<file path="src/plic_pkg.sv">
// Shared definitions for the eight-source, single-target interrupt controller.
// Holds the sizes, register map, Wishbone request and response structs, the
// configuration bundle passed from the register block to the target, and the
// union used to view a register word as raw bits or as priority nibbles.
// Every RTL and testbench file refers to these through plic_pkg:: names.

package plic_pkg;

  ////////////////////////////////////////
  // Sizes
  ////////////////////////////////////////

  // Number of interrupt sources, IDs run 1 to NUM_SRC
  localparam int NUM_SRC  = 8;
  // Highest priority a source can carry
  localparam int MAX_PRIO = 3;
  // Bits needed to hold 0..MAX_PRIO
  localparam int PRIO_W   = $clog2(MAX_PRIO + 1);
  // Source ID width, wide enough for 0..NUM_SRC
  localparam int SRC_W    = 4;
  // Word address width of the register block
  localparam int ADR_W    = 3;

  ////////////////////////////////////////
  // Register map (word addresses)
  ////////////////////////////////////////

  // Eight 4-bit priority nibbles
  localparam logic [ADR_W-1:0] ADR_PRIO   = 3'd0;
  // Interrupt enable, one bit per source
  localparam logic [ADR_W-1:0] ADR_IE     = 3'd1;
  // Detection mode, 0 level and 1 edge
  localparam logic [ADR_W-1:0] ADR_LE     = 3'd2;
  // Target threshold
  localparam logic [ADR_W-1:0] ADR_THRESH = 3'd3;
  // Pending vector, read only
  localparam logic [ADR_W-1:0] ADR_IP     = 3'd4;
  // Claim on read, complete on write
  localparam logic [ADR_W-1:0] ADR_CC     = 3'd5;
  // Software interrupt bit
  localparam logic [ADR_W-1:0] ADR_MSIP   = 3'd6;

  ////////////////////////////////////////
  // Basic types
  ////////////////////////////////////////

  // Bit n-1 belongs to source n
  typedef logic [NUM_SRC-1:0] src_vec_t;
  // Source ID, 0 means none
  typedef logic [SRC_W-1:0]   src_id_t;
  typedef logic [PRIO_W-1:0]  prio_t;

  // Wishbone classic, master to slave
  typedef struct packed {
    logic             cyc;
    logic             stb;
    logic             we;
    logic [ADR_W-1:0] adr;
    logic [31:0]      dat;
  } wb_req_t;

  // Wishbone classic, slave to master
  typedef struct packed {
    logic        ack;
    logic [31:0] dat;
  } wb_rsp_t;

  // Configuration seen by the target
  typedef struct packed {
    prio_t [NUM_SRC-1:0] prio;   // Entry n-1 is source n
    src_vec_t            ie;
    prio_t               thresh;
  } plic_cfg_t;

  // Register word, raw or as priority nibbles
  // Nibble n-1 is source n, only its low PRIO_W bits are kept
  typedef union packed {
    logic [31:0]              raw;
    logic [NUM_SRC-1:0][3:0]  nib;
  } plic_word_u;

endpackage

</file>
<file path="src/plic_gateway.sv">
// Interrupt gateway for all sources.
// Samples the raw source lines, detects level or edge per source and turns
// them into pending bits. A source stays in service from the moment it is
// taken until software completes it, so it cannot be taken twice.
// Claim and complete arrive as one-cycle one-hot pulses from the register block.

`timescale 1ns/1ps

module plic_gateway (
  input  logic               clk_i,
  input  logic               reset_i,
  // Raw interrupt lines
  input  plic_pkg::src_vec_t src_i,
  // Detection mode, 1 for edge
  input  plic_pkg::src_vec_t le_i,
  // Claim clears pending
  input  plic_pkg::src_vec_t claim_i,
  // Complete clears in service
  input  plic_pkg::src_vec_t complete_i,
  // Pending vector
  output plic_pkg::src_vec_t ip_o
);

  // Previous sample of the lines
  plic_pkg::src_vec_t src_q;
  // Pending bits
  plic_pkg::src_vec_t ip_q;
  // In-service bits
  plic_pkg::src_vec_t ia_q;
  // Rising edge seen this cycle
  plic_pkg::src_vec_t rise;
  // Sources taken this cycle
  plic_pkg::src_vec_t take;

  ////////////////////////////////////////
  // Detection
  ////////////////////////////////////////

  always_comb begin
    rise = src_i & ~src_q;
    // Edge sources need a rise, level sources only a high line
    // Nothing is taken while the source is still in service
    take = ~ia_q & ((le_i & rise) | (~le_i & src_i));
  end

  ////////////////////////////////////////
  // Pending and in-service state
  ////////////////////////////////////////

  always_ff @(posedge clk_i) begin
    if (reset_i) begin
      src_q <= '0;
      ip_q  <= '0;
      ia_q  <= '0;
    end else begin
      src_q <= src_i;
      // Claim only hits a source that is already pending
      ip_q  <= (ip_q | take) & ~claim_i;
      // After complete a high level source is taken again next cycle
      ia_q  <= (ia_q | take) & ~complete_i;
    end
  end

  // Pending goes straight to the target and the IP register
  assign ip_o = ip_q;

endmodule

</file>
<file path="src/plic_target.sv">
// Target arbitration for the single interrupt target.
// Scans the pending sources and picks the enabled one with the highest
// priority above the threshold, lowest ID on a tie. The interrupt line
// and winning ID are registered, so they follow pending and
// configuration changes by one cycle.

`timescale 1ns/1ps

module plic_target (
  input  logic                clk_i,
  input  logic                reset_i,
  // Pending vector from the gateway
  input  plic_pkg::src_vec_t  ip_i,
  // Priorities, enables and threshold
  input  plic_pkg::plic_cfg_t cfg_i,
  // Interrupt request to the hart
  output logic                irq_o,
  // Winning source, 0 when none
  output plic_pkg::src_id_t   irq_id_o
);

  // Sources both pending and enabled
  plic_pkg::src_vec_t cand;
  // Running best during the scan
  plic_pkg::prio_t    best_prio;
  plic_pkg::src_id_t  best_id;
  // Registered outputs
  logic               irq_q;
  plic_pkg::src_id_t  irq_id_q;

  assign cand = ip_i & cfg_i.ie;

  ////////////////////////////////////////
  // Winner scan
  ////////////////////////////////////////

  // Start at the threshold so only strictly higher priorities win
  // Strict compare keeps the lowest ID among equal priorities
  always_comb begin
    best_prio = cfg_i.thresh;
    best_id   = '0;
    for (int s = 0; s < plic_pkg::NUM_SRC; s++) begin
      if (cand[s] && (cfg_i.prio[s] > best_prio)) begin
        best_prio = cfg_i.prio[s];
        best_id   = plic_pkg::src_id_t'(s + 1);
      end
    end
  end

  ////////////////////////////////////////
  // Output registers
  ////////////////////////////////////////

  always_ff @(posedge clk_i) begin
    if (reset_i) begin
      irq_q    <= 1'b0;
      irq_id_q <= '0;
    end else begin
      // A non-zero ID means some source won
      irq_q    <= (best_id != '0);
      irq_id_q <= best_id;
    end
  end

  assign irq_o    = irq_q;
  assign irq_id_o = irq_id_q;

endmodule

</file>
<file path="src/plic_regs.sv">
// Wishbone classic register block of the interrupt controller.
// Holds priority, enable, edge mode, threshold and msip, reads back the
// pending vector, and turns CC reads and writes into one-cycle claim and
// complete pulses for the gateway. Every access is a whole 32-bit word,
// unmapped words read zero and ignore writes.

`timescale 1ns/1ps

module plic_regs (
  input  logic                clk_i,
  input  logic                reset_i,
  // Bus slave port
  input  plic_pkg::wb_req_t   wb_i,
  output plic_pkg::wb_rsp_t   wb_o,
  // Pending vector for IP reads
  input  plic_pkg::src_vec_t  ip_i,
  // Current winner for claim reads
  input  plic_pkg::src_id_t   irq_id_i,
  // Configuration to the target
  output plic_pkg::plic_cfg_t cfg_o,
  // Detection mode to the gateway
  output plic_pkg::src_vec_t  le_o,
  // One-hot pulses to the gateway
  output plic_pkg::src_vec_t  claim_o,
  output plic_pkg::src_vec_t  complete_o,
  // Software interrupt
  output logic                msip_o
);

  // Request seen on the bus
  logic                        req;
  // Request accepted, ack next edge
  logic                        take;
  logic                        ack_q;
  // Set after ack until stb drops
  logic                        done_q;
  // Captured request fields
  logic                        we_q;
  logic [plic_pkg::ADR_W-1:0]  adr_q;
  logic [31:0]                 dat_q;
  // Access strobes in the ack cycle
  logic                        wr_en;
  logic                        rd_en;
  // Register state
  plic_pkg::plic_cfg_t         cfg_q;
  plic_pkg::src_vec_t          le_q;
  logic                        msip_q;
  // Word views for the priority register
  plic_pkg::plic_word_u        wr_word;
  plic_pkg::plic_word_u        rd_word;
  // ID carried by a complete write
  plic_pkg::src_id_t           cc_id;

  ////////////////////////////////////////
  // Bus handshake
  ////////////////////////////////////////

  assign req  = wb_i.cyc & wb_i.stb;
  // Only a fresh request is taken, a held one is not acked again
  assign take = req & ~ack_q & ~done_q;

  always_ff @(posedge clk_i) begin
    if (reset_i) begin
      ack_q  <= 1'b0;
      done_q <= 1'b0;
    end else begin
      ack_q  <= take;
      done_q <= req & (ack_q | done_q);
    end
  end

  // Payload capture, master holds it stable anyway
  always_ff @(posedge clk_i) begin
    if (take) begin
      we_q  <= wb_i.we;
      adr_q <= wb_i.adr;
      dat_q <= wb_i.dat;
    end
  end

  // Writes land at the edge that ends the ack cycle
  assign wr_en = ack_q & we_q;
  assign rd_en = ack_q & ~we_q;

  ////////////////////////////////////////
  // Configuration registers
  ////////////////////////////////////////

  always_comb begin
    wr_word.raw = dat_q;
  end

  always_ff @(posedge clk_i) begin
    if (reset_i) begin
      cfg_q  <= '0;
      le_q   <= '0;
      msip_q <= 1'b0;
    end else if (wr_en) begin
      case (adr_q)
        plic_pkg::ADR_PRIO: begin
          // Low bits of each nibble only
          for (int s = 0; s < plic_pkg::NUM_SRC; s++) begin
            cfg_q.prio[s] <= wr_word.nib[s][plic_pkg::PRIO_W-1:0];
          end
        end
        plic_pkg::ADR_IE:     cfg_q.ie     <= dat_q[plic_pkg::NUM_SRC-1:0];
        plic_pkg::ADR_LE:     le_q         <= dat_q[plic_pkg::NUM_SRC-1:0];
        plic_pkg::ADR_THRESH: cfg_q.thresh <= dat_q[plic_pkg::PRIO_W-1:0];
        plic_pkg::ADR_MSIP:   msip_q       <= dat_q[0];
        default: ;
      endcase
    end
  end

  ////////////////////////////////////////
  // Read data
  ////////////////////////////////////////

  // Unused bits and unmapped words stay zero
  always_comb begin
    rd_word.raw = '0;
    case (adr_q)
      plic_pkg::ADR_PRIO: begin
        for (int s = 0; s < plic_pkg::NUM_SRC; s++) begin
          rd_word.nib[s] = 4'(cfg_q.prio[s]);
        end
      end
      plic_pkg::ADR_IE:     rd_word.raw[plic_pkg::NUM_SRC-1:0] = cfg_q.ie;
      plic_pkg::ADR_LE:     rd_word.raw[plic_pkg::NUM_SRC-1:0] = le_q;
      plic_pkg::ADR_THRESH: rd_word.raw[plic_pkg::PRIO_W-1:0]  = cfg_q.thresh;
      plic_pkg::ADR_IP:     rd_word.raw[plic_pkg::NUM_SRC-1:0] = ip_i;
      // Claim returns the winner seen in the ack cycle
      plic_pkg::ADR_CC:     rd_word.raw[plic_pkg::SRC_W-1:0]   = irq_id_i;
      plic_pkg::ADR_MSIP:   rd_word.raw[0]                     = msip_q;
      default: ;
    endcase
  end

  always_comb begin
    wb_o.ack = ack_q;
    wb_o.dat = rd_en ? rd_word.raw : '0;
  end

  ////////////////////////////////////////
  // Claim and complete pulses
  ////////////////////////////////////////

  assign cc_id = dat_q[plic_pkg::SRC_W-1:0];

  // ID 0 and out-of-range IDs match no source
  always_comb begin
    for (int s = 0; s < plic_pkg::NUM_SRC; s++) begin
      claim_o[s]    = rd_en && (adr_q == plic_pkg::ADR_CC) &&
                      (irq_id_i == plic_pkg::src_id_t'(s + 1));
      complete_o[s] = wr_en && (adr_q == plic_pkg::ADR_CC) &&
                      (cc_id == plic_pkg::src_id_t'(s + 1));
    end
  end

  assign cfg_o  = cfg_q;
  assign le_o   = le_q;
  assign msip_o = msip_q;

endmodule

</file>
<file path="src/plic_top.sv">
// Top level of the interrupt controller.
// Connects the gateway, the Wishbone register block and the target.
// Gateway and register block run side by side, one producing pending bits
// and the other configuration, and the target combines both.

`timescale 1ns/1ps

module plic_top (
  input  logic              clk_i,
  input  logic              reset_i,
  // Wishbone classic slave
  input  plic_pkg::wb_req_t wb_i,
  output plic_pkg::wb_rsp_t wb_o,
  // Raw interrupt sources
  input  plic_pkg::src_vec_t intr_src_i,
  // Target notification
  output logic              irq_o,
  output plic_pkg::src_id_t irq_id_o,
  // Software interrupt
  output logic              msip_o
);

  // Gateway to target and registers
  plic_pkg::src_vec_t  ip;
  // Registers to gateway
  plic_pkg::src_vec_t  le;
  plic_pkg::src_vec_t  claim;
  plic_pkg::src_vec_t  complete;
  // Registers to target
  plic_pkg::plic_cfg_t cfg;

  ////////////////////////////////////////
  // Gateway
  ////////////////////////////////////////

  plic_gateway u_gateway (
    .clk_i      (clk_i),
    .reset_i    (reset_i),
    .src_i      (intr_src_i),
    .le_i       (le),
    .claim_i    (claim),
    .complete_i (complete),
    .ip_o       (ip)
  );

  ////////////////////////////////////////
  // Register block
  ////////////////////////////////////////

  // Winner ID feeds back for claim reads
  plic_regs u_regs (
    .clk_i      (clk_i),
    .reset_i    (reset_i),
    .wb_i       (wb_i),
    .wb_o       (wb_o),
    .ip_i       (ip),
    .irq_id_i   (irq_id_o),
    .cfg_o      (cfg),
    .le_o       (le),
    .claim_o    (claim),
    .complete_o (complete),
    .msip_o     (msip_o)
  );

  ////////////////////////////////////////
  // Target
  ////////////////////////////////////////

  plic_target u_target (
    .clk_i      (clk_i),
    .reset_i    (reset_i),
    .ip_i       (ip),
    .cfg_i      (cfg),
    .irq_o      (irq_o),
    .irq_id_o   (irq_id_o)
  );

endmodule

</file>
<file path="config.mk">
export PLATFORM = sky130hd
export DESIGN_NAME = plic_top
export DESIGN_NICKNAME = d
export VERILOG_FILES = /design/src/plic_pkg.sv /design/src/plic_gateway.sv /design/src/plic_target.sv /design/src/plic_regs.sv /design/src/plic_top.sv
export SDC_FILE = /design/constraint.sdc
export NUM_CORES = 1
export LEC_CHECK = 0
export ABC_CLOCK_PERIOD_IN_PS = 9100
export BUFFER_PORTS_ARGS = -buffer_cell sky130_fd_sc_hd__buf_2
export CAP_MARGIN = 5
export CORE_MARGIN = 4
export CORE_UTILIZATION = 55
export DETAILED_ROUTE_END_ITERATION = 16
export GPL_TIMING_DRIVEN = 0
export HOLD_SLACK_MARGIN = 0.06
export PLACE_DENSITY = 0.77
export SYNTH_ARGS = -nofsm -noshare
export SYNTH_HDL_FRONTEND = slang
export SYNTH_SLANG_ARGS = --single-unit
</file>
<file path="constraint.sdc">
create_clock -name clk_i -period 9.1 [get_ports clk_i]
set_input_delay 0.91 -clock clk_i [delete_from_list [all_inputs] [get_ports clk_i]]
set_output_delay 0.91 -clock clk_i [all_outputs]
set_load 0.005 [all_outputs]
</file>
==> Word-level counts from Yosys, hierarchy flattened <==
Cells that the tools add are included.
{ "totals": {"regBits": 100, "latch_bits": 0, "ramBits": 0, "mem_bits_ro": 0, "memories": 0} }
{ "classes": {"n_addsub": 0, "n_mul": 0, "div": 0, "magnitude_cmp": 8, "eq_ne": 22, "n_shift": 0, "muxes": 21, "n_bitwise": 25, "reduce_logical": 33} }
{ "ops": {"columns": ["op", "n"], "rows": [
  ["8-bit AND", 7],
  ["8-bit NOT", 5],
  ["4-bit by 3-bit == test with 1-bit output, second input constant", 8],
  ["30-bit 2-to-1 mux", 1],
  ["1-bit logical AND", 26],
  ["8-bit OR", 3],
  ["22-bit 2-to-1 mux", 1],
  ["2-bit 2-to-1 mux", 9],
  ["4-bit by 2-bit == test with 1-bit output, second input constant", 4],
  ["2-bit greater-than comparator", 8],
  ["4-bit case mux with 4 select lines", 1],
  ["3-bit 2-to-1 mux", 4],
  ["2-bit AND reduction", 5],
  ["3-bit == test, second input constant", 3],
  ["4-bit by 1-bit == test with 1-bit output, second input constant", 2],
  ["4-bit == test, second input constant", 2],
  ["2-bit case mux with 4 select lines", 1],
  ["1-bit case mux with 7 select lines", 1],
  ["1-bit AND", 6],
  ["3-bit by 2-bit == test with 1-bit output, second input constant", 2],
  ["1-bit case mux with 6 select lines", 1],
  ["4-bit 2-to-1 mux", 1],
  ["4-bit nonzero test", 1],
  ["3-bit by 1-bit == test with 1-bit output, second input constant", 1],
  ["4 further kinds", 6]
]} }

==> Logic depth before layout (Yosys ltp) <==
Gate-level depths: netlist of run 1.
{ "depth": {"word_depth": 25, "mapped_depth": 44, "ltp_nobuf": 44} }

==> Modules after synthesis <==
From an unflattened synthesis of run 1, not the netlist that was laid out.
{ "hier_totals": {"hier_cells": 513, "area_unflattened_um2": 4722.0} }
{ "by_module_without_submodules": {"columns": ["mod", "n_inst", "cells_per_inst", "area_each_um2", "seq_area_each_um2"], "rows": [
  ["plic_regs", 1, 318, 3025.4, 1461.4],
  ["plic_target", 1, 112, 858.3, 100.1],
  ["plic_gateway", 1, 83, 838.3, 480.5]
]} }

==> Least setup slack after synthesis of run 1 <==
Ideal clock, no wire load.
{ "synth_path": {"path_kind": "register to register", "start": "register u_regs.cfg_q (netlist bit u_regs.cfg_o[1])", "end": "register u_target.irq_id_q[2], in the netlist u_target.irq_id_o[2]", "setup_time_ps": 126, "arrival_ps": 8000, "t_required_ps": 8974, "setup_slack_ps": 973, "path_stages_with_launch": 43, "period_less_slack_ps": 8127, "path_cell_list": "dfxtp_1 -> inv_1 -> ha_1 -> nor2b_4 -> o211a_4 -> mux2_2 -> ha_1 -> or3b_1 -> o21ai_0 -> a21oi_1 -> ha_1 -> nor2_1 -> maj3_2 -> a221oi_4 -> a21o_2 -> ha_1 -> nor4_1 -> o21a_1 -> (+7 left out) -> nand2_1 -> ha_1 -> nor2_1 -> o211ai_1 -> a21oi_1 -> a21oi_1 -> a22oi_2 -> ha_1 -> nand2_1 -> o2111a_1 -> nor2_1 -> a22o_1 -> a31oi_1 -> ha_1 -> nand2_1 -> o2111ai_1 -> nand2b_1 -> nor2_1"} }
{ "synth_via": {"elab_chain_len": 24, "word_cells_on_any_way": 28} }
{ "synth_lines": {"columns": ["item", "line", "source"], "rows": [
  ["start, declared", "plic_regs.sv:45", "plic_pkg::plic_cfg_t cfg_q;"],
  ["2-bit greater-than comparator", "plic_target.sv:43", "if (cand[s] && (cfg_i.prio[s] > best_prio)) begin"],
  ["1-bit logical AND", "plic_target.sv:43", null],
  ["2-bit 2-to-1 mux (*)", "plic_target.sv:43", null],
  ["2-bit greater-than comparator", "plic_target.sv:43", null],
  ["1-bit logical AND", "plic_target.sv:43", null],
  ["2-bit 2-to-1 mux (*)", "plic_target.sv:43", null],
  ["2-bit greater-than comparator", "plic_target.sv:43", null],
  ["1-bit logical AND", "plic_target.sv:43", null],
  ["(+8 left out)", null, null],
  ["1-bit logical AND", "plic_target.sv:43", null],
  ["2-bit 2-to-1 mux", "plic_target.sv:43", null],
  ["2-bit greater-than comparator", "plic_target.sv:43", null],
  ["1-bit logical AND", "plic_target.sv:43", null],
  ["2-bit 2-to-1 mux", "plic_target.sv:43", null],
  ["2-bit greater-than comparator", "plic_target.sv:43", null],
  ["1-bit logical AND", "plic_target.sv:43", null],
  ["4-bit 2-to-1 mux (*)", "plic_target.sv:43", null],
  ["end signal, assigned", "plic_target.sv:61", "irq_id_q <= best_id;"],
  ["end, declared", "plic_target.sv:29", "plic_pkg::src_id_t irq_id_q;"]
]} }
Every way passes the cells marked *; elsewhere a longest branch is shown, timed or not.
A chain may end at the register's enable or synchronous reset.

==> Worst setup path after layout of run 1 <==
{ "layout_path": {"start": "register u_regs.cfg_q (netlist bit u_regs.cfg_o[1])", "end": "register u_target.irq_id_q[0], in the netlist u_target.irq_id_o[0]"} }
{ "layout_via": {"elab_chain_len": 24, "word_cells_on_any_way": 31} }
{ "layout_lines": {"columns": ["item", "line"], "rows": [
  ["2-bit greater-than comparator", "plic_target.sv:43"],
  ["1-bit logical AND", "plic_target.sv:43"],
  ["2-bit 2-to-1 mux", "plic_target.sv:43"],
  ["2-bit greater-than comparator", "plic_target.sv:43"],
  ["1-bit logical AND", "plic_target.sv:43"],
  ["2-bit 2-to-1 mux", "plic_target.sv:43"],
  ["2-bit greater-than comparator", "plic_target.sv:43"],
  ["1-bit logical AND", "plic_target.sv:43"],
  ["(+8 left out)", null],
  ["1-bit logical AND", "plic_target.sv:43"],
  ["2-bit 2-to-1 mux", "plic_target.sv:43"],
  ["2-bit greater-than comparator", "plic_target.sv:43"],
  ["1-bit logical AND", "plic_target.sv:43"],
  ["2-bit 2-to-1 mux", "plic_target.sv:43"],
  ["2-bit greater-than comparator", "plic_target.sv:43"],
  ["1-bit logical AND", "plic_target.sv:43"],
  ["4-bit 2-to-1 mux (*)", "plic_target.sv:43"]
]} }
Marks and branches as above.

==> results of run 1 <==
-- critical path, delay by kind of cell, from the launching register on --
| family | cells | cell delay (ns) |
|---|---|---|
| AO/OA/AOI/OAI | 19 | 3.33 |
| multiplexers | 1 | 0.38 |
| buffers and inverters | 1 | 0.06 |
| flip-flops | 1 | 0.38 |
| adder cells (fa/ha/maj) | 9 | 2.44 |
| AND/OR/NAND/NOR | 12 | 1.85 |
-- area by class of cell --
| class | count | area share |
|---|---|---|
| buffer | 33 | 0.0347 |
| multi-input combinational | 344 | 0.422 |
| sequential | 90 | 0.400 |
| clock buffer | 10 | 0.0269 |
| inverter | 20 | 0.0147 |
| timing repair buffer | 65 | 0.0663 |
| clock inverter | 6 | 0.0108 |
| tap | 102 | 0.0249 |
-- synth_stat cells (all sizes together), types with 15 or more instances --
cell type	n	area share
dfxtp	66	0.30
nand2	60	0.051
nor2	54	0.046
a21oi	39	0.045
edfxtp	24	0.16
mux2i	24	0.055
inv	20	0.017
buf	19	0.028
and2	15	0.022
nor2b	15	0.023
-- sequential cells by signal (all words and copies together) (netlist names) --
register,cells
u_gateway.ia_q,8
u_gateway.ip_o,8
u_gateway.src_q,8
u_regs.ack_q,1
u_regs.adr_q,3
u_regs.cfg_o,26
u_regs.dat_q,20
u_regs.done_q,1
u_regs.le_o,8
u_regs.msip_o,1
u_regs.we_q,1
u_target.irq_id_o,4
u_target.irq_o,1
-- cells by family (layout without fill, tap and decap cells) --
kind of cell | count (synthesis) | after routing | share of synthesized area
simple gates | 189 | 189 | 0.209
compound gates | 102 | 102 | 0.163
flops | 90 | 90 | 0.466
buf+inv | 53 | 134 | 0.0577
mux | 29 | 29 | 0.0702
fa+ha+maj | 12 | 12 | 0.0340
other cells | 1 | 12 | 0.000856
-- path summary, 6_finish.rpt --
| check | to | from | slack [ns] |
|---|---|---|---|
| worst min register to register | u_regs.ack_q | u_regs.done_q | 0.48 |
| worst max register to register | u_target.irq_id_o[0] | u_regs.cfg_o[1] | 0.60 |
| worst max-delay path | u_target.irq_id_o[0] | u_regs.cfg_o[1] | 0.60 |
| worst min-delay path | u_regs.ack_q | u_regs.done_q | 0.48 |
-- per-stage QoR --
| stage | utilization | instances | instance area, µm² |
|---|---|---|---|
| floorplan | - | 487 | 4420 |
| global placement | 0.629 | 650 | 4860 |
| detailed placement | 0.631 | 651 | 4870 |
| CTS | 0.656 | 667 | 5070 |
| global route | 0.662 | 670 | 5120 |
| finish | 0.662 | 670 | 5120 |
-- report_power, final --
part,switching [µW],leakage [µW],internal [µW]
sequential,10.8,0.000764,424
combinational,26.2,0.00115,20.6
clock,152,0.000102,114
total,189,0.00202,559
-- metal layers --
layer | part of all wire | track usage
met2 | 0.47 | 0.363
met5 | 0 | 0
met4 | 0.020 | 0.0873
met1 | 0.44 | 0.296
met3 | 0.075 | 0.0481
-- repair_timing --
action | CTS | global route
setup buffers | 0 | 3
cloned | 0 | 0
endpoints found under the setup margin | 3 | 5
pin swaps | 0 | 2
resized for setup | 1 | 7
==> flow_summary.json, run 1 <==
{
  "outcome": "complete, no violations",
  "drc": 0,
  "holdPathStages": 1,
  "leakage_uw": 0.00202,
  "dpl.hpwl_mm": 8.07,
  "crit_slowest_cell": "or3b_1",
  "r2r_cells": 42,
  "ir_worst_vdd_mv": 0.121,
  "p_total_uw": 747,
  "cts.sinks": 90,
  "antenna_found_initial": 0,
  "cts_buffer_depth": 2,
  "path_clk_slew_ns": 0.10,
  "routedWlPerCell_um": 15.7,
  "report.final.setup_viol": 0,
  "cp.required_ns": 9.40,
  "seqCellArea_mm2": 0.00204,
  "worstPathArrival_ns": 8.80,
  "cts_hold_buffers": 0,
  "max_slew_margin": 0.414,
  "path_class": "reg2reg",
  "worst_pin_slew_ns": 0.875,
  "synth_edf_count": 24,
  "io_buffers": 61,
  "drive_above_1_share": 0.222,
  "grt_overflow": 0,
  "syn_area_per_cell_um2": 9.21,
  "ys_warn_count": 0,
  "grt_pass1_vias": 3522,
  "num_rows": 32,
  "fin_crit_sh": 0.934,
  "min_period_ns": 8.50,
  "ys_ff_latch": 90,
  "place_ws_ns": 0.0421,
  "tritoncts": "yes",
  "grt_pass1_wl_mm": 17.1,
  "antennaDiodeCount": 0,
  "drv_cap": 0,
  "grt_start_max_net_pins": 18,
  "mostFrequentLayoutCells": "buf_2 (64), dfxtp_1 (64), nand2_1 (60)",
  "synthFlopType": "dfxtp_1",
  "yosysSeqAreaShare": 0.466,
  "track_usage": 0.225,
  "wl_mm": 10.5,
  "fin_setup_tns_ns": 0,
  "io_pins": 87,
  "finalHoldViolCount": 0,
  "die_area_mm2": 0.00946,
  "cpPeakStageDelay_ns": 0.43,
  "report.final.slew_viol_count": 0,
  "hold_ws_ns": 0.481,
  "antenna_left": 0,
  "path_common_cell": "ha_1",
  "first_iter_violations": 319,
  "path_max_fanout": 5,
  "vias_per_cell": 5.60,
  "synth.cell_area_mm2": 0.00438,
  "die_w_um": 97.3,
  "setup_ws_ns": 0.602,
  "fmax_mhz": 118,
  "core-area_mm2": 0.00773,
  "insertion_delay_ns": 0.37,
  "power_density_mw_per_mm2": 146,
  "fillers": 649,
  "cts_buffers": 9,
  "async_reset_ff_frac": 0,
  "startpoint_type": "flip-flop",
  "vias": 3752,
  "place.gp.congestion": 0.967,
  "die_h_um": 97.3,
  "layout.nets": 622,
  "syn_inst": 476,
  "multiInputGateArea_mm2": 0.00216,
  "area_growth_pct": 16.7,
  "cts_root_buf": "clkbuf_8",
  "hold_path.class": "reg2reg",
  "synth_cell_type_count": 59,
  "firstDrtPassIters": 5,
  "initial_utilization": 0.567,
  "cts.htree.levels": 3,
  "end_kind": "flip-flop",
  "fin_worst_skew_ns": 0.0159
}
Power figures use the tool's default switching activity.
==> inputs of run 2 (changes only) <==
--- a/config.mk
+++ b/config.mk
@@ -5,9 +5,10 @@
 export SDC_FILE = /design/constraint.sdc
 export NUM_CORES = 1
 export LEC_CHECK = 0
-export ABC_CLOCK_PERIOD_IN_PS = 9100
+export ABC_CLOCK_PERIOD_IN_PS = 7900
 export BUFFER_PORTS_ARGS = -buffer_cell sky130_fd_sc_hd__buf_2
 export CAP_MARGIN = 5
+export CORE_ASPECT_RATIO = 1.4
 export CORE_MARGIN = 4
 export CORE_UTILIZATION = 55
 export DETAILED_ROUTE_END_ITERATION = 16
==> constraint.sdc (replaced) <==
create_clock -name clk_i -period 7.9 [get_ports clk_i]
set_input_delay 0.79 -clock clk_i [delete_from_list [all_inputs] [get_ports clk_i]]
set_output_delay 0.79 -clock clk_i [all_outputs]
set_load 0.005 [all_outputs]
==> run 2 against run 1 <==
Compared with the run above: sequential cell count unchanged; clock power increased by 7.9%; clock-buffer cell count decreased by 1; register-to-register slack got worse by 0.63 ns; the flow now finishes with violations (negative setup slack); sequential share of layout area decreased by 2.0 points; combinational power increased by 21%; setup slack got worse by 0.63 ns; highest routed layer unchanged; utilization increased by 3.6 points; via count increased by 5.6%.
==> flow_summary.json, run 2 (synthesis results as in run 1) <==
{
  "placedInstanceArea_mm2": 0.00488,
  "dpl.hpwl_mm": 8.92,
  "fmax_mhz": 126,
  "report.final.slew_viol_count": 0,
  "critical_path_cell_count": 43,
  "seqCellArea_mm2": 0.00205,
  "layout.nets": 640,
  "drv_cap": 0,
  "leakage_uw": 0.00211,
  "worst_pin_slew_ns": 0.915,
  "vias_per_cell": 5.77,
  "fin_setup_tns_ns": -0.0381,
  "mostFrequentLayoutCells": "buf_2 (64), dfxtp_1 (63), nand2_1 (56)",
  "instances_no_fill": 686,
  "antennaDiodeCount": 0,
  "grt_pass1_wl_mm": 18.6,
  "io_pins": 87,
  "path_class": "reg2reg",
  "drive_above_1_share": 0.288,
  "tritoncts": "yes",
  "worst-path-buf-inv": 2,
  "grt_overflow": 0,
  "area_growth_pct": 23.4,
  "ir_worst_vdd_mv": 0.174,
  "fin_worst_skew_ns": 0.0148,
  "track_usage": 0.252,
  "vias": 3961,
  "io_buffers": 61,
  "cts_root_buf": "clkbuf_8",
  "firstDrtPassIters": 6,
  "power_density_mw_per_mm2": 156,
  "routedWlPerCell_um": 17.6,
  "insertion_delay_ns": 0.37,
  "cpPeakStageDelay_ns": 0.37,
  "num_rows": 38,
  "hold_path.class": "reg2reg",
  "grt_start_max_net_pins": 17,
  "path_max_fanout": 4,
  "largest_reg_flops": 26,
  "path_clk_slew_ns": 0.09,
  "die_w_um": 83.4,
  "dp_cells": 649,
  "cts.htree.levels": 3,
  "die_h_um": 114,
  "cts.sinks": 90,
  "end_kind": "flip-flop",
  "outcome": "finished, violations left",
  "p_total_uw": 843,
  "antenna_found_initial": 0,
  "antenna_left": 0,
  "rsz0062_at_grt": "yes",
  "finish.instance_area_mm2": 0.00541,
  "crit_slowest_cell": "dfxtp_4",
  "cts_buffers": 9,
  "path_common_cell": "ha_1",
  "crit_family": "compound AO/OA/AOI/OAI gates",
  "r2r_cells": 43,
  "violations": "negative setup slack",
  "finalHoldViolCount": 0,
  "initial_utilization": 0.566,
  "holdPathStages": 2,
  "place_ws_ns": -0.925,
  "cp.required_ns": 8.21,
  "drc": 0,
  "setup_ws_ns": -0.0270,
  "min_period_ns": 7.93,
  "worstPathArrival_ns": 8.24,
  "grt_pass1_vias": 3896,
  "report.final.setup_viol": 3,
  "startpoint_type": "flip-flop",
  "fillers": 629,
  "wl_mm": 12.0,
  "place.gp.congestion": 0.930,
  "die_area_mm2": 0.00948,
  "multiInputGateArea_mm2": 0.00232,
  "core-area_mm2": 0.00775,
  "fin_crit_sh": 1.00,
  "first_iter_violations": 258,
  "final_common_cell": "buf_2",
  "cts_buffer_depth": 2,
  "max_slew_margin": 0.386
}
[run 2: routing by layer]
| metal | GRT usage | wire length, µm | up-vias |
|---|---|---|---|
| li1 | - | - | 1872 |
| met1 | 0.262 | 4530 | 1864 |
| met2 | 0.476 | 6340 | 174 |
| met3 | 0.0441 | 680 | 51 |
| met4 | 0.137 | 498 | 0 |
| met5 | 0 | 0 | - |
[run 2: tightest hold or removal path, cell delays in order, from the launching register on]
cell and delay (ns):
dfxtp_1 0.34, nand2_1 0.06, a21oi_1 0.05
[run 2: final timing paths]
| path | slack [ns] | endpoint | from |
|---|---|---|---|
| setup / recovery | -0.03 | u_target.irq_id_o[3] | u_regs.cfg_o[11] |
| setup reg to reg | -0.03 | u_target.irq_id_o[3] | u_regs.cfg_o[11] |
| hold reg to reg | 0.48 | u_regs.cfg_o[22] | u_regs.cfg_o[22] |
| hold / removal | 0.48 | u_regs.cfg_o[22] | u_regs.cfg_o[22] |
[run 2: per-stage QoR]
| step | hold WS [ns] | utilization |
|---|---|---|
| finish | 0.483 | 0.698 |
| global route | 0.508 | 0.698 |
| CTS | 0.480 | 0.679 |
| detailed placement | 0.467 | 0.629 |
| global placement | 0.429 | 0.627 |
| floorplan | 0.424 | - |
[run 2: power by group]
group	switching, µW	internal, µW	total (µW)
combinational	31.8	24.8	56.6
clock	171	116	287
sequential	11.9	488	500
[run 2: final cells by class]
| cell class | count | area share |
|---|---|---|
| Multi-Input combinational cell | 344 | 0.429 |
| Sequential cell | 90 | 0.380 |
| Timing Repair Buffer | 83 | 0.0884 |
| Buffer | 33 | 0.0329 |
| Tap cell | 100 | 0.0231 |
| Clock buffer | 9 | 0.0229 |
| Inverter | 20 | 0.0143 |
| Clock inverter | 7 | 0.00972 |
[run 2: timing repair]
item / CTS / global route
pin swaps: 18 / 3
hold buffers: 0 / 0
endpoints found under the setup margin: 5 / 5
gates resized for setup: 24 / 18
gates cloned: 0 / 0
setup buffers: 14 / 7
==> inputs of run 3 (changes only) <==
--- a/config.mk
+++ b/config.mk
@@ -15,6 +15,7 @@
 export GPL_TIMING_DRIVEN = 0
 export HOLD_SLACK_MARGIN = 0.06
 export PLACE_DENSITY = 0.77
+export SETUP_SLACK_MARGIN = 0.1
 export SYNTH_ARGS = -nofsm -noshare
 export SYNTH_HDL_FRONTEND = slang
 export SYNTH_SLANG_ARGS = --single-unit
==> run 3 against run 2 <==
Compared with the run above: the run still ends with negative setup slack left; setup slack worse by 0.17 ns; die area unchanged; power up 5.6%.
==> flow_summary.json, run 3 (synthesis results as in run 1) <==
{
  "grt_pass1_vias": 3826,
  "place.gp.congestion": 0.899,
  "p_total_uw": 890,
  "worst_pin_slew_ns": 0.946,
  "die_area_mm2": 0.00948,
  "outcome": "finished, violations left",
  "grt_pass1_wl_mm": 18.6,
  "antenna_found_initial": 0,
  "cp.required_ns": 8.22,
  "fin_util": 0.706,
  "insertion_delay_ns": 0.38,
  "dp_cells": 649,
  "drc": 0,
  "num_rows": 38,
  "power_density_mw_per_mm2": 163,
  "area_growth_pct": 24.8,
  "wl_mm": 11.8,
  "leakage_uw": 0.00216,
  "max_slew_margin": 0.366,
  "cts_buffer_depth": 2,
  "fin_setup_tns_ns": -0.896,
  "placedInstanceArea_mm2": 0.00491,
  "finalHoldViolCount": 0,
  "largest_reg_flops": 26,
  "path_common_cell": "ha_1",
  "die_h_um": 114,
  "rsz0062_at_grt": "yes",
  "hold_path.class": "reg2reg",
  "io_pins": 87,
  "cts_root_buf": "clkbuf_8",
  "cts_buffers": 9,
  "report.final.setup_viol": 5,
  "end_kind": "flip-flop",
  "grt_overflow": 0,
  "drive_above_1_share": 0.300,
  "vias": 3858,
  "initial_utilization": 0.566,
  "r2r_cells": 43,
  "holdPathStages": 1,
  "report.final.slew_viol_count": 0,
  "ir_worst_vdd_mv": 0.208,
  "path_clk_slew_ns": 0.10,
  "grt_start_max_net_pins": 18,
  "setup_ws_ns": -0.194,
  "first_iter_violations": 237,
  "track_usage": 0.251,
  "drv_cap": 0,
  "firstDrtPassIters": 5,
  "cts.htree.levels": 3,
  "cpPeakStageDelay_ns": 0.38,
  "min_period_ns": 8.09,
  "routedWlPerCell_um": 17.1,
  "crit_slowest_cell": "dfxtp_4",
  "tritoncts": "yes",
  "path_max_fanout": 3,
  "layout.nets": 644,
  "die_w_um": 83.4,
  "vias_per_cell": 5.59,
  "finish.instance_area_mm2": 0.00547,
  "worstPathArrival_ns": 8.41,
  "core-area_mm2": 0.00775,
  "antenna_left": 0,
  "violations": "negative setup slack",
  "path_class": "reg2reg",
  "instances_no_fill": 690,
  "dpl.hpwl_mm": 8.61,
  "final_common_cell": "buf_2",
  "io_buffers": 61,
  "mostFrequentLayoutCells": "buf_2 (64), dfxtp_1 (63), nand2_1 (56)",
  "fmax_mhz": 124,
  "fillers": 614,
  "startpoint_type": "flip-flop",
  "cts.sinks": 90,
  "antennaDiodeCount": 0,
  "fin_crit_sh": 1.02,
  "fin_worst_skew_ns": 0.0124
}
-- run 3: worst paths after layout --
check / start / end / slack [ns]
max: u_regs.cfg_o[11] / u_target.irq_id_o[3] / -0.19
min: u_regs.done_q / u_regs.ack_q / 0.48
max reg2reg: u_regs.cfg_o[11] / u_target.irq_id_o[3] / -0.19
min reg2reg: u_regs.done_q / u_regs.ack_q / 0.48
-- run 3: repair_timing --
item | in CTS | in global routing
pin swaps | 18 | 21
gates cloned | 0 | 0
hold endpoints to repair | 0 | 0
hold buffers | 0 | 0
setup buffers | 17 | 8
endpoints found under the setup margin | 5 | 5
resized for setup | 24 | 12
-- run 3: area by class of cell --
class | instances | area, µm² | share of cell area
well taps | 100 | 125 | 0.0229
inverters | 20 | 75.1 | 0.0137
clock inverters | 7 | 85.1 | 0.0155
multi-input cells | 344 | 2320 | 0.425
flip-flops and latches | 90 | 2050 | 0.375
repair buffers | 87 | 508 | 0.0928
clock buffers | 9 | 124 | 0.0226
plain buffers | 33 | 178 | 0.0325
-- run 3: worst max-delay path, delay by kind of cell (launching register included) --
| kind | cells | cell delay, ns |
|---|---|---|
| muxes | 2 | 0.52 |
| and+or+nand+nor | 13 | 1.40 |
| buffers and inverters | 1 | 0.18 |
| adders and majority gates | 9 | 2.40 |
| AOI/OAI and AO/OA | 18 | 3.15 |
| DFF | 1 | 0.38 |
-- run 3: power by group --
part           internal, µW  leakage, µW  switching, µW  total, µW
Combinational          24.8      0.00129           31.1       55.8
Clock                   153     0.000100            182        335
Sequential              488     0.000765           11.9        500
Total                   665      0.00216            225        890
-- run 3: per-stage QoR --
| step | worst slack, ns | hold slack, ns |
|---|---|---|
| 6_report | -0.194 | 0.484 |
| 5_1_grt | -0.523 | 0.502 |
| 4_1_cts | 0.0244 | 0.489 |
| 3_5_place_dp | -0.683 | 0.475 |
| 3_3_place_gp | -0.524 | 0.434 |
| 2_1_floorplan | 0.116 | 0.424 |
-- run 3: routing by layer --
layer | vias up | track usage | wire length [µm]
li1 | 1875 | - | -
met5 | - | 0 | 0
met1 | 1783 | 0.266 | 4380
met2 | 160 | 0.454 | 6210
met4 | 0 | 0.147 | 464
met3 | 40 | 0.0556 | 754
